<file path="src/source/SchedulerPkg.sv">
`default_nettype none

package SchedulerPkg;

    // Physical register number and op tag widths
    localparam int REG_NUM_BIT_WIDTH = 5;
    localparam int TAG_BIT_WIDTH = 6;

    // Source operands per micro-op
    localparam int SRC_OP_NUM = 2;

    typedef logic [REG_NUM_BIT_WIDTH-1:0] RegNumPath;
    typedef logic [TAG_BIT_WIDTH-1:0] OpTag;

    // Micro-op as it arrives in program order
    typedef struct packed {
        OpTag tag;
        logic dstValid;
        RegNumPath dstReg;
        logic [SRC_OP_NUM-1:0] srcValid;
        RegNumPath [SRC_OP_NUM-1:0] srcReg;
    } DispatchOp;

    // Micro-op waiting in the issue queue
    typedef struct packed {
        DispatchOp op;
        // Set once the producer of each source has completed
        logic [SRC_OP_NUM-1:0] srcReady;
    } QueueEntry;

    // Only the destination travels down the execution pipe
    typedef struct packed {
        OpTag tag;
        logic dstValid;
        RegNumPath dstReg;
    } ExecOp;

    // Ready bit table init sequencing
    typedef enum logic [0:0] {
        INIT_SWEEP,
        INIT_DONE
    } InitState;

    // Issue queue slot occupancy
    typedef enum logic [0:0] {
        ENTRY_FREE,
        ENTRY_WAITING
    } EntryState;

endpackage

`default_nettype wire

</file>
<file path="src/source/ReadyBitTable.sv">
`timescale 1ns/1ps
`default_nettype none

module ReadyBitTable (
    input  logic clk,
    input  logic rst,
    input  SchedulerPkg::RegNumPath [SchedulerPkg::SRC_OP_NUM-1:0] lookupReg,
    input  logic [SchedulerPkg::SRC_OP_NUM-1:0] lookupValid,
    input  logic dispatchWe,
    input  SchedulerPkg::RegNumPath dispatchReg,
    input  logic wakeupValid,
    input  SchedulerPkg::RegNumPath wakeupReg,
    output logic [SchedulerPkg::SRC_OP_NUM-1:0] lookupReady,
    output logic initDone
);

    localparam int REG_ENTRY_NUM = 1 << SchedulerPkg::REG_NUM_BIT_WIDTH;
    localparam SchedulerPkg::RegNumPath LAST_INDEX =
        SchedulerPkg::RegNumPath'(REG_ENTRY_NUM - 1);

    SchedulerPkg::InitState state;
    SchedulerPkg::RegNumPath sweepIndex;
    logic [REG_ENTRY_NUM-1:0] readyBits;

    assign initDone = (state == SchedulerPkg::INIT_DONE);

    // Sweep sequencer, one register per cycle after reset
    always_ff @(posedge clk) begin
        if (rst) begin
            state <= SchedulerPkg::INIT_SWEEP;
            sweepIndex <= '0;
        end else if (state == SchedulerPkg::INIT_SWEEP) begin
            sweepIndex <= sweepIndex + 1'b1;
            if (sweepIndex == LAST_INDEX) begin
                state <= SchedulerPkg::INIT_DONE;
            end
        end
    end

    // Ready vector itself
    always_ff @(posedge clk) begin
        if (!rst) begin
            if (state == SchedulerPkg::INIT_SWEEP) begin
                // Only the sweep writes, stray wakeups or dispatches are dropped
                readyBits[sweepIndex] <= 1'b1;
            end else begin
                if (wakeupValid) begin
                    readyBits[wakeupReg] <= 1'b1;
                end
                // Later assignment, so the dispatch clear wins on a collision
                if (dispatchWe) begin
                    readyBits[dispatchReg] <= 1'b0;
                end
            end
        end
    end

    // Lookup with same-cycle wakeup bypass
    always_comb begin
        for (int i = 0; i < SchedulerPkg::SRC_OP_NUM; i++) begin
            if (!lookupValid[i]) begin
                // Absent source never blocks issue
                lookupReady[i] = 1'b1;
            end else if (wakeupValid && wakeupReg == lookupReg[i]) begin
                lookupReady[i] = 1'b1;
            end else begin
                lookupReady[i] = readyBits[lookupReg[i]];
            end
        end
    end

    // Dispatch must hold off until the sweep has finished
    assert property (@(posedge clk) disable iff (rst)
        state == SchedulerPkg::INIT_SWEEP |-> !dispatchWe);

endmodule

`default_nettype wire

</file>
<file path="src/source/DispatchStage.sv">
`timescale 1ns/1ps
`default_nettype none

module DispatchStage (
    input  logic clk,
    input  logic rst,
    input  logic inValid,
    input  SchedulerPkg::DispatchOp inOp,
    input  logic initDone,
    input  logic [SchedulerPkg::SRC_OP_NUM-1:0] lookupReady,
    input  logic queueFull,
    output logic inReady,
    output SchedulerPkg::RegNumPath [SchedulerPkg::SRC_OP_NUM-1:0] lookupReg,
    output logic [SchedulerPkg::SRC_OP_NUM-1:0] lookupValid,
    output logic dispatchWe,
    output SchedulerPkg::RegNumPath dispatchReg,
    output logic writeValid,
    output SchedulerPkg::QueueEntry writeEntry
);

    logic stageValid;
    SchedulerPkg::DispatchOp stageOp;

    // Held op moves on whenever the queue has a free slot
    assign writeValid = stageValid && !queueFull;
    assign inReady = initDone && (!stageValid || writeValid);

    // Readiness is sampled from the table in the cycle of the queue write
    assign lookupReg = stageOp.srcReg;
    assign lookupValid = stageOp.srcValid;

    assign writeEntry.op = stageOp;
    assign writeEntry.srcReady = lookupReady;

    // Destination becomes pending as the op enters the queue
    assign dispatchWe = writeValid && stageOp.dstValid;
    assign dispatchReg = stageOp.dstReg;

    always_ff @(posedge clk) begin
        if (rst) begin
            stageValid <= 1'b0;
        end else if (inReady) begin
            stageValid <= inValid;
        end
    end

    always_ff @(posedge clk) begin
        if (inValid && inReady) begin
            stageOp <= inOp;
        end
    end

endmodule

`default_nettype wire

</file>
<file path="src/source/IssueQueue.sv">
`timescale 1ns/1ps
`default_nettype none

module IssueQueue #(
    parameter int IQ_ENTRY_NUM = 4
) (
    input  logic clk,
    input  logic rst,
    input  logic writeValid,
    input  SchedulerPkg::QueueEntry writeEntry,
    input  logic wakeupValid,
    input  SchedulerPkg::RegNumPath wakeupReg,
    input  logic execStall,
    output logic queueFull,
    output logic issueValid,
    output SchedulerPkg::ExecOp issueOp
);

    localparam int IDX_BIT_WIDTH = (IQ_ENTRY_NUM > 1) ? $clog2(IQ_ENTRY_NUM) : 1;

    SchedulerPkg::QueueEntry entries [IQ_ENTRY_NUM];
    SchedulerPkg::EntryState entryState [IQ_ENTRY_NUM];

    logic freeFound;
    logic [IDX_BIT_WIDTH-1:0] freeIndex;
    logic selectFound;
    logic [IDX_BIT_WIDTH-1:0] selectIndex;

    // Lowest free slot takes the next write
    always_comb begin
        freeFound = 1'b0;
        freeIndex = '0;
        for (int i = 0; i < IQ_ENTRY_NUM; i++) begin
            if (!freeFound && entryState[i] == SchedulerPkg::ENTRY_FREE) begin
                freeFound = 1'b1;
                freeIndex = IDX_BIT_WIDTH'(i);
            end
        end
    end

    assign queueFull = !freeFound;

    // Oldest-slot-first is not tracked, lowest index wins
    always_comb begin
        selectFound = 1'b0;
        selectIndex = '0;
        for (int i = 0; i < IQ_ENTRY_NUM; i++) begin
            if (!selectFound && entryState[i] == SchedulerPkg::ENTRY_WAITING
                && &entries[i].srcReady) begin
                selectFound = 1'b1;
                selectIndex = IDX_BIT_WIDTH'(i);
            end
        end
    end

    assign issueValid = selectFound && !execStall;
    assign issueOp.tag = entries[selectIndex].op.tag;
    assign issueOp.dstValid = entries[selectIndex].op.dstValid;
    assign issueOp.dstReg = entries[selectIndex].op.dstReg;

    always_ff @(posedge clk) begin
        if (rst) begin
            for (int i = 0; i < IQ_ENTRY_NUM; i++) begin
                entryState[i] <= SchedulerPkg::ENTRY_FREE;
            end
        end else begin
            if (issueValid) begin
                entryState[selectIndex] <= SchedulerPkg::ENTRY_FREE;
            end
            if (writeValid) begin
                entryState[freeIndex] <= SchedulerPkg::ENTRY_WAITING;
            end
        end
    end

    always_ff @(posedge clk) begin
        // Tag match against the completion broadcast
        for (int i = 0; i < IQ_ENTRY_NUM; i++) begin
            for (int j = 0; j < SchedulerPkg::SRC_OP_NUM; j++) begin
                if (wakeupValid && entryState[i] == SchedulerPkg::ENTRY_WAITING
                    && entries[i].op.srcValid[j]
                    && entries[i].op.srcReg[j] == wakeupReg) begin
                    entries[i].srcReady[j] <= 1'b1;
                end
            end
        end
        // Incoming entry already carries the bypassed wakeup from the table
        if (writeValid) begin
            entries[freeIndex] <= writeEntry;
        end
    end

    // Dispatch has to respect the full flag
    assert property (@(posedge clk) disable iff (rst) queueFull |-> !writeValid);

endmodule

`default_nettype wire

</file>
<file path="src/source/ExecLatencyPipe.sv">
`timescale 1ns/1ps
`default_nettype none

module ExecLatencyPipe #(
    parameter int EXEC_LATENCY = 3
) (
    input  logic clk,
    input  logic rst,
    input  logic issueValid,
    input  SchedulerPkg::ExecOp issueOp,
    input  logic doneReady,
    output logic execStall,
    output logic doneValid,
    output SchedulerPkg::OpTag doneTag,
    output logic wakeupValid,
    output SchedulerPkg::RegNumPath wakeupReg
);

    logic [EXEC_LATENCY-1:0] slotValid;
    SchedulerPkg::ExecOp slotOp [EXEC_LATENCY];

    // Whole pipe freezes while the last slot cannot leave
    assign execStall = slotValid[EXEC_LATENCY-1] && !doneReady;

    assign doneValid = slotValid[EXEC_LATENCY-1];
    assign doneTag = slotOp[EXEC_LATENCY-1].tag;

    // Broadcast only on an actual completion transfer
    assign wakeupValid = doneValid && doneReady && slotOp[EXEC_LATENCY-1].dstValid;
    assign wakeupReg = slotOp[EXEC_LATENCY-1].dstReg;

    always_ff @(posedge clk) begin
        if (rst) begin
            slotValid <= '0;
        end else if (!execStall) begin
            slotValid[0] <= issueValid;
            for (int i = 1; i < EXEC_LATENCY; i++) begin
                slotValid[i] <= slotValid[i-1];
            end
        end
    end

    always_ff @(posedge clk) begin
        if (!execStall) begin
            slotOp[0] <= issueOp;
            for (int i = 1; i < EXEC_LATENCY; i++) begin
                slotOp[i] <= slotOp[i-1];
            end
        end
    end

    // An op issued into a frozen pipe would be dropped
    assert property (@(posedge clk) disable iff (rst)
        execStall |-> !issueValid);

endmodule

`default_nettype wire

</file>
<file path="src/source/SchedulerTop.sv">
`timescale 1ns/1ps
`default_nettype none

module SchedulerTop #(
    parameter int IQ_ENTRY_NUM = 4,
    parameter int EXEC_LATENCY = 3
) (
    input  logic clk,
    input  logic rst,
    input  logic inValid,
    input  SchedulerPkg::DispatchOp inOp,
    output logic inReady,
    output logic doneValid,
    output SchedulerPkg::OpTag doneTag,
    input  logic doneReady
);

    SchedulerPkg::RegNumPath [SchedulerPkg::SRC_OP_NUM-1:0] lookupReg;
    logic [SchedulerPkg::SRC_OP_NUM-1:0] lookupValid;
    logic [SchedulerPkg::SRC_OP_NUM-1:0] lookupReady;
    logic dispatchWe;
    SchedulerPkg::RegNumPath dispatchReg;
    logic initDone;
    logic writeValid;
    SchedulerPkg::QueueEntry writeEntry;
    logic queueFull;
    logic issueValid;
    SchedulerPkg::ExecOp issueOp;
    logic execStall;
    logic wakeupValid;
    SchedulerPkg::RegNumPath wakeupReg;

    ReadyBitTable readyBitTable (
        .clk(clk),
        .rst(rst),
        .lookupReg(lookupReg),
        .lookupValid(lookupValid),
        .dispatchWe(dispatchWe),
        .dispatchReg(dispatchReg),
        .wakeupValid(wakeupValid),
        .wakeupReg(wakeupReg),
        .lookupReady(lookupReady),
        .initDone(initDone)
    );

    DispatchStage dispatchStage (
        .clk(clk),
        .rst(rst),
        .inValid(inValid),
        .inOp(inOp),
        .initDone(initDone),
        .lookupReady(lookupReady),
        .queueFull(queueFull),
        .inReady(inReady),
        .lookupReg(lookupReg),
        .lookupValid(lookupValid),
        .dispatchWe(dispatchWe),
        .dispatchReg(dispatchReg),
        .writeValid(writeValid),
        .writeEntry(writeEntry)
    );

    IssueQueue #(
        .IQ_ENTRY_NUM(IQ_ENTRY_NUM)
    ) issueQueue (
        .clk(clk),
        .rst(rst),
        .writeValid(writeValid),
        .writeEntry(writeEntry),
        .wakeupValid(wakeupValid),
        .wakeupReg(wakeupReg),
        .execStall(execStall),
        .queueFull(queueFull),
        .issueValid(issueValid),
        .issueOp(issueOp)
    );

    // Completion side also closes the wakeup loop
    ExecLatencyPipe #(
        .EXEC_LATENCY(EXEC_LATENCY)
    ) execLatencyPipe (
        .clk(clk),
        .rst(rst),
        .issueValid(issueValid),
        .issueOp(issueOp),
        .doneReady(doneReady),
        .execStall(execStall),
        .doneValid(doneValid),
        .doneTag(doneTag),
        .wakeupValid(wakeupValid),
        .wakeupReg(wakeupReg)
    );

endmodule

`default_nettype wire

</file>
<file path="config.mk">
export PLATFORM = sky130hd
export DESIGN_NAME = SchedulerTop
export DESIGN_NICKNAME = d
export VERILOG_FILES = /design/src/source/SchedulerPkg.sv /design/src/source/ReadyBitTable.sv /design/src/source/DispatchStage.sv /design/src/source/IssueQueue.sv /design/src/source/ExecLatencyPipe.sv /design/src/source/SchedulerTop.sv
export SDC_FILE = /design/constraint.sdc
export NUM_CORES = 1
export LEC_CHECK = 0
export ABC_AREA = 1
export BUFFER_PORTS_ARGS = -buffer_cell sky130_fd_sc_hd__buf_4
export CELL_PAD_IN_SITES_DETAIL_PLACEMENT = 1
export CELL_PAD_IN_SITES_GLOBAL_PLACEMENT = 1
export CORE_MARGIN = 2
export CORE_UTILIZATION = 49
export DETAILED_ROUTE_END_ITERATION = 7
export PLACE_DENSITY = 0.84
export SLEW_MARGIN = 20
export SYNTH_ARGS = -nofsm -noshare
export SYNTH_HDL_FRONTEND = slang
export SYNTH_HIERARCHICAL = 1
export SYNTH_SLANG_ARGS = --single-unit
</file>
<file path="constraint.sdc">
create_clock -name clk -period 2.75 [get_ports clk]
set_input_delay 0.4125 -clock clk [delete_from_list [all_inputs] [get_ports clk]]
set_output_delay 0.4125 -clock clk [all_outputs]
set_load 0.01 [all_outputs]
</file>
* Yosys cells after proc, flatten, opt, wreduce, memory -nomap -nowiden
Memories as Yosys holds them, arrays and structs flattened.
Index checks and enable logic that the tools add are counted.
** Storage, ports and cells
- Output and inout bits :: 8
- Input port bits :: 28
- Register bits after elaboration :: 66
- ROM bits :: 0
- Latch bits :: 0
- Logic and storage cells :: 166
- Memories :: 3
- RAM bits :: 144
** Operators by class
- Equal/unequal tests :: 11
- Shift operators :: 0
- Add/subtract/negate cells :: 1
- $mul :: 0
- Mux-type cells :: 67
- Divide/modulo/power cells :: 0
- Magnitude comparators :: 8
- Bitwise logic cells :: 7
- Reductions and logical operators :: 58
** Memory list
- issueQueue.entries :: words 4, bits a word 26, read ports 5, clocked after memory_dff 0, wr ports 5, RTL line IssueQueue.sv:21 : SchedulerPkg::QueueEntry entries [IQ_ENTRY_NUM];
- execLatencyPipe.slotOp :: words 3, bits a word 12, read ports 3, clocked after memory_dff 0, wr ports 3, RTL line ExecLatencyPipe.sv:20 : SchedulerPkg::ExecOp slotOp [EXEC_LATENCY];
- issueQueue.entryState :: words 4, bits a word 1, read ports 4, clocked after memory_dff 0, wr ports 4, RTL line IssueQueue.sv:22 : SchedulerPkg::EntryState entryState [IQ_ENTRY_NUM];
** Operator list (count)
- $mux 32 :: 5
- $or 32x32->32 :: 2
- $mux 1 :: 51
- $eq 5x5->1 :: 10
- $logic_and 1x1->1 :: 43
- $and 32x32->32 :: 1
- $not 32->32 :: 1
- $lt 5x6->1 const B :: 5
- $demux 1 s5 :: 3
- $ge 5x1->1 const B :: 3
- $mux 2 :: 6
- $bmux 1 s5 :: 2
- $logic_not 1->1 :: 8
- $reduce_and 2->1 :: 4
- $add 5x1->5 const B :: 1
- $eq 5x5->1 const B :: 1
- $not 1->1 :: 3
- $reduce_or 1->1 :: 2
- $logic_or 1x1->1 :: 1

* Depth between registers and ports, before layout
An unclocked memory read counts as a cell.
- Depth after elaboration :: 22
- Gate-level depth with buffers :: 12
- Gate-level depth less buffers :: 10

* Modules after synthesis
The synthesis kept the hierarchy.
** By module, submodules not included
- IssueQueue :: times used 1, area each 4667.0 um^2, cells an instance 416, sequential area each 3123.0 um^2
- ReadyBitTable :: times used 1, area each 3119.2 um^2, cells an instance 467, sequential area each 1081.0 um^2
- ExecLatencyPipe :: times used 1, area each 1297.5 um^2, cells an instance 68, sequential area each 1141.1 um^2
- DispatchStage :: times used 1, area each 939.7 um^2, cells an instance 55, sequential area each 740.7 um^2

* Worst setup path before layout
Ideal clock, no wire load.
- Path kind :: flip-flop to flip-flop
- Start point :: mem issueQueue/entryState[1] in the netlist's numbering
- End point :: mem issueQueue/entries[3][10] in the netlist's numbering, enable pin
- Stages on the path, launching flop included :: 8
- Library setup time :: 0.406 ns
- Data required time :: 2.344 ns
- Clock period less this slack :: 2.405 ns
- Path buffers :: 0
- Slack :: 0.345 ns
- Data arrival time :: 1.998 ns
- Cell sequence :: dfxtp_1 nand2_1 inv_2 nand2_1 nor2_1 nor2_1 inv_1 nor3_2
** RTL lines (RTL line)
- start: declaration :: IssueQueue.sv:22
- end: declaration :: IssueQueue.sv:21

==> impl_metrics.yaml <==
timing:
  final-hold-violation-count: 0
  max_slew.worst_pin.slew_ps: 927.1
  period_needed_ps: 2386
  relSlewSlack_pct: 38.13
  fin_hold_ws_ps: 55.42
  slew_viol_final: 0
  finClkSkew_ps: 16.83
  setup_viol: 0
  setup_tns_ps: 0
  fmax_ghz: 0.4191
  min_period_over_period_pct: 86.77
  rsz0062_at_grt: "no"
logic_synthesis:
  yosysSeqAreaShare_pct: 60.72
  synth_edf_count: 188
  netlist-cell-type-count: 37
  synth_seq_cells: 210
  ys_top_cells_by_area: "edfxtp_1 56%, nand2_1 6.8%, nand3_1 6.1%, inv_1 4.8%, dfxtp_1 4.4%"
  synthArstFlopShare_pct: 0
  netlist.area_leader.share_pct: 56.32
  synthFlopType: "edfxtp_1"
  synth_area_um2: 10020
  yosys-top-cells-count: "188 x edfxtp_1, 182 x nand2_1, 127 x inv_1"
  yosysWarnings: 6
  syn_nets: 1039
  yosysTopAreaCell: "edfxtp_1"
  yosysMostFrequentCell: "edfxtp_1"
  avgSynthCellArea_um2: 9.964
  syn_inst: 1006
floorplan:
  dieArea_um2: 21620
  core_region_area_um2: 20170
  ios: 36
  die_x_um: 147.0
  rows: 52
  initial_utilization_pct: 49.70
  die_h_um: 147.0
power_and_ir_drop:
  irDropWorstVdd_mv: 0.5455
  p_seq_share_pct: 52.1
  power_density_nw_per_um2: 606.2
  p_comb_share_pct: 2.5
  clkPwrFrac_pct: 45.3
  switchingPower_uw: 1390
  switching_share_pct: 20.64
  leakagePower_uw: 0.004393
  p_int_uw: 5344
critical_path:
  cp_num_buf_inv: 3
  slowest_stage: "dfxtp_1"
  crit_arrival_ps: 1970
  setup.worst_path.start: "issueQueue/entryState[1]"
  crit_family: "simple AND/OR/NAND/NOR gates"
  worst_setup_path_end_kind: "output pin"
  crit_path_cell_trace: "nand2_1, inv_2, nand2_1, nor2_1, nand2_2, nand2_1, inv_1, buf_4"
  critPathKind: "flip-flop to output pin"
  required_ps: 2340
  worst_setup_path_start_kind: "flip-flop"
  cp_slowest_stage_delay_ps: 440
  cp_max_fo: 7
  crit_top_cell: "nand2_1"
  worstReg2RegStart: "issueQueue/entryState[1]"
layout:
  drive_above_1_share_pct: 11.97
  final_area_um2: 11110
  nets: 1060
  area_growth_pct: 10.82
  finalNonFillerCells: 1314
  antennaDiodeCount: 0
drt:
  dr_total_vias: 7577
  first_iter_violations: 779
  ant_nets: 0
  wire_per_inst_um: 21.51
  finalWirelength_um: 28270
  drc_errors: 0
  drtPass1Iterations: 6
  avgViaCountPerCell: 5.766
placement:
  io_buffers: 35
  dp_cells: 1272
  dpl.hpwl_um: 18380
  gp_congestion: 0.8477
  dpl_cell_area_um2: 10360
clocking:
  cts_sinks: 210
  path_clk_slew_ps: 60
  h-tree-depth: 1
  postCtsSetupBuffers: 0
  cts.root.buffer_cell: "clkbuf_16"
  tritoncts: "built"
  clockBufferDepth: 3
  cts_inserted_buffers: 23
  postCtsHoldBufs: 0
  cts_resized: 0
  worstSkewPairLatency_ps: 530
grt:
  grt_overflow_total: 0
  antenna_found_initial: 0
  grt_pass1_wl_um: 44270
  grt.total_usage_pct: 26.38
  grt_max_degree: 38
  grt_pass1_vias: 8033
hold_path:
  min-delay-start: "inOp[4]"
  hp-class: "input port to flip-flop"
job:
  drv_cap: 0
run_status:
  outcome: "completed"
[area by class of cell]
| class | count | area (um2) |
|---|---|---|
| fillers | 2231 | 9061 |
| multi-input cells | 601 | 3013 |
| flip-flops and latches | 210 | 6086 |
| inverters | 136 | 510.5 |
| clock inverters | 10 | 118.9 |
| clock buffers | 32 | 629.4 |
| repair buffers | 55 | 412.9 |
| well taps | 270 | 337.8 |
[metrics by stage]
| stage | setup slack [ps] | utilization [%] | total power (uW) |
|---|---|---|---|
| 3_5_place_dp | 565.0 | 51.36 | 3738 |
| 5_1_grt | 219.0 | 55.07 | 6895 |
| 3_3_place_gp | 667.8 | 51.36 | 3727 |
| 4_1_cts | 371.5 | 55.07 | 6779 |
| 2_1_floorplan | 345.5 | - | 3657 |
| 6_report | 363.8 | 55.07 | 6734 |
[worst register-to-register path, cell delays in order (launching register included)]
cell	delay, ps
dfxtp_1	370
nand2_1	130
inv_2	40
nand2_1	110
nor2_1	120
nor3b_1	290
buf_4	190
nand3_1	240
nor2_1	280
a22oi_1	150
[layer usage]
metal / vias to the layer above / GRT usage, % / part of all wire (%)
met5: - / 0 / 0
met4: 0 / 11.63 / 3.8
met3: 84 / 3.478 / 6.5
met2: 321 / 45.77 / 50
met1: 3750 / 33.29 / 40
li1: 3422 / - / -
[worst paths after layout]
| kind | to | slack (ps) | cells past startpoint |
|---|---|---|---|
| worst max register to register | readyBitTable/readyBits[17] | 540 | 9 |
| worst min register to register | execLatencyPipe/slotOp[0][27] | 410 | 0 |
| worst min-delay path | dispatchStage/lookupReg[4] | 60 | 1 |
| worst max-delay path | inReady | 360 | 8 |
[registers in the layout, indices dropped and copies added (netlist names), 2 cells and up]
register / flops
dispatchStage/dispatchReg: 5
dispatchStage/lookupValid: 2
execLatencyPipe/slotValid: 3
readyBitTable/readyBits: 32
readyBitTable/sweepIndex: 5
dispatchStage/lookupReg: 10
issueQueue/entryState: 4
execLatencyPipe/slotOp: 36
issueQueue/entries: 104
dispatchStage/writeEntry: 7
[power groups by stage]
stage | Combinational, uW | Clock (uW) | Sequential (uW)
2_1_floorplan | 95.7 | 0 | 3560
3_3_place_gp | 154 | 0 | 3570
3_5_place_dp | 163 | 0 | 3580
4_1_cts | 168 | 3100 | 3510
5_1_grt | 189 | 3190 | 3510
6_report | 171 | 3050 | 3510
[cells by family (layout without fill, tap and decap cells)]
logic type	count (synthesis)	after routing	synth area share, %
buf+inv	195	233	9.287
fa+ha+maj	5	5	0.6241
compound gates	105	105	5.992
flops	210	210	60.72
simple gates	466	466	21.20
xor+xnor	25	25	2.184
[layout by cell type, fill, tap and decap left out, types with 23 or more instances in the layout]
master / synthesis / routed
a21oi_1: 42 / 42
buf_4: 39 / 55
clkbuf_16: 0 / 23
edfxtp_1: 188 / 188
inv_1: 127 / 126
nand2_1: 182 / 182
nand3_1: 122 / 122
nor2_1: 80 / 80
nor3_1: 46 / 46
o21ai_0: 27 / 27
xor2_1: 25 / 25
(Power assumes the default switching activity.)
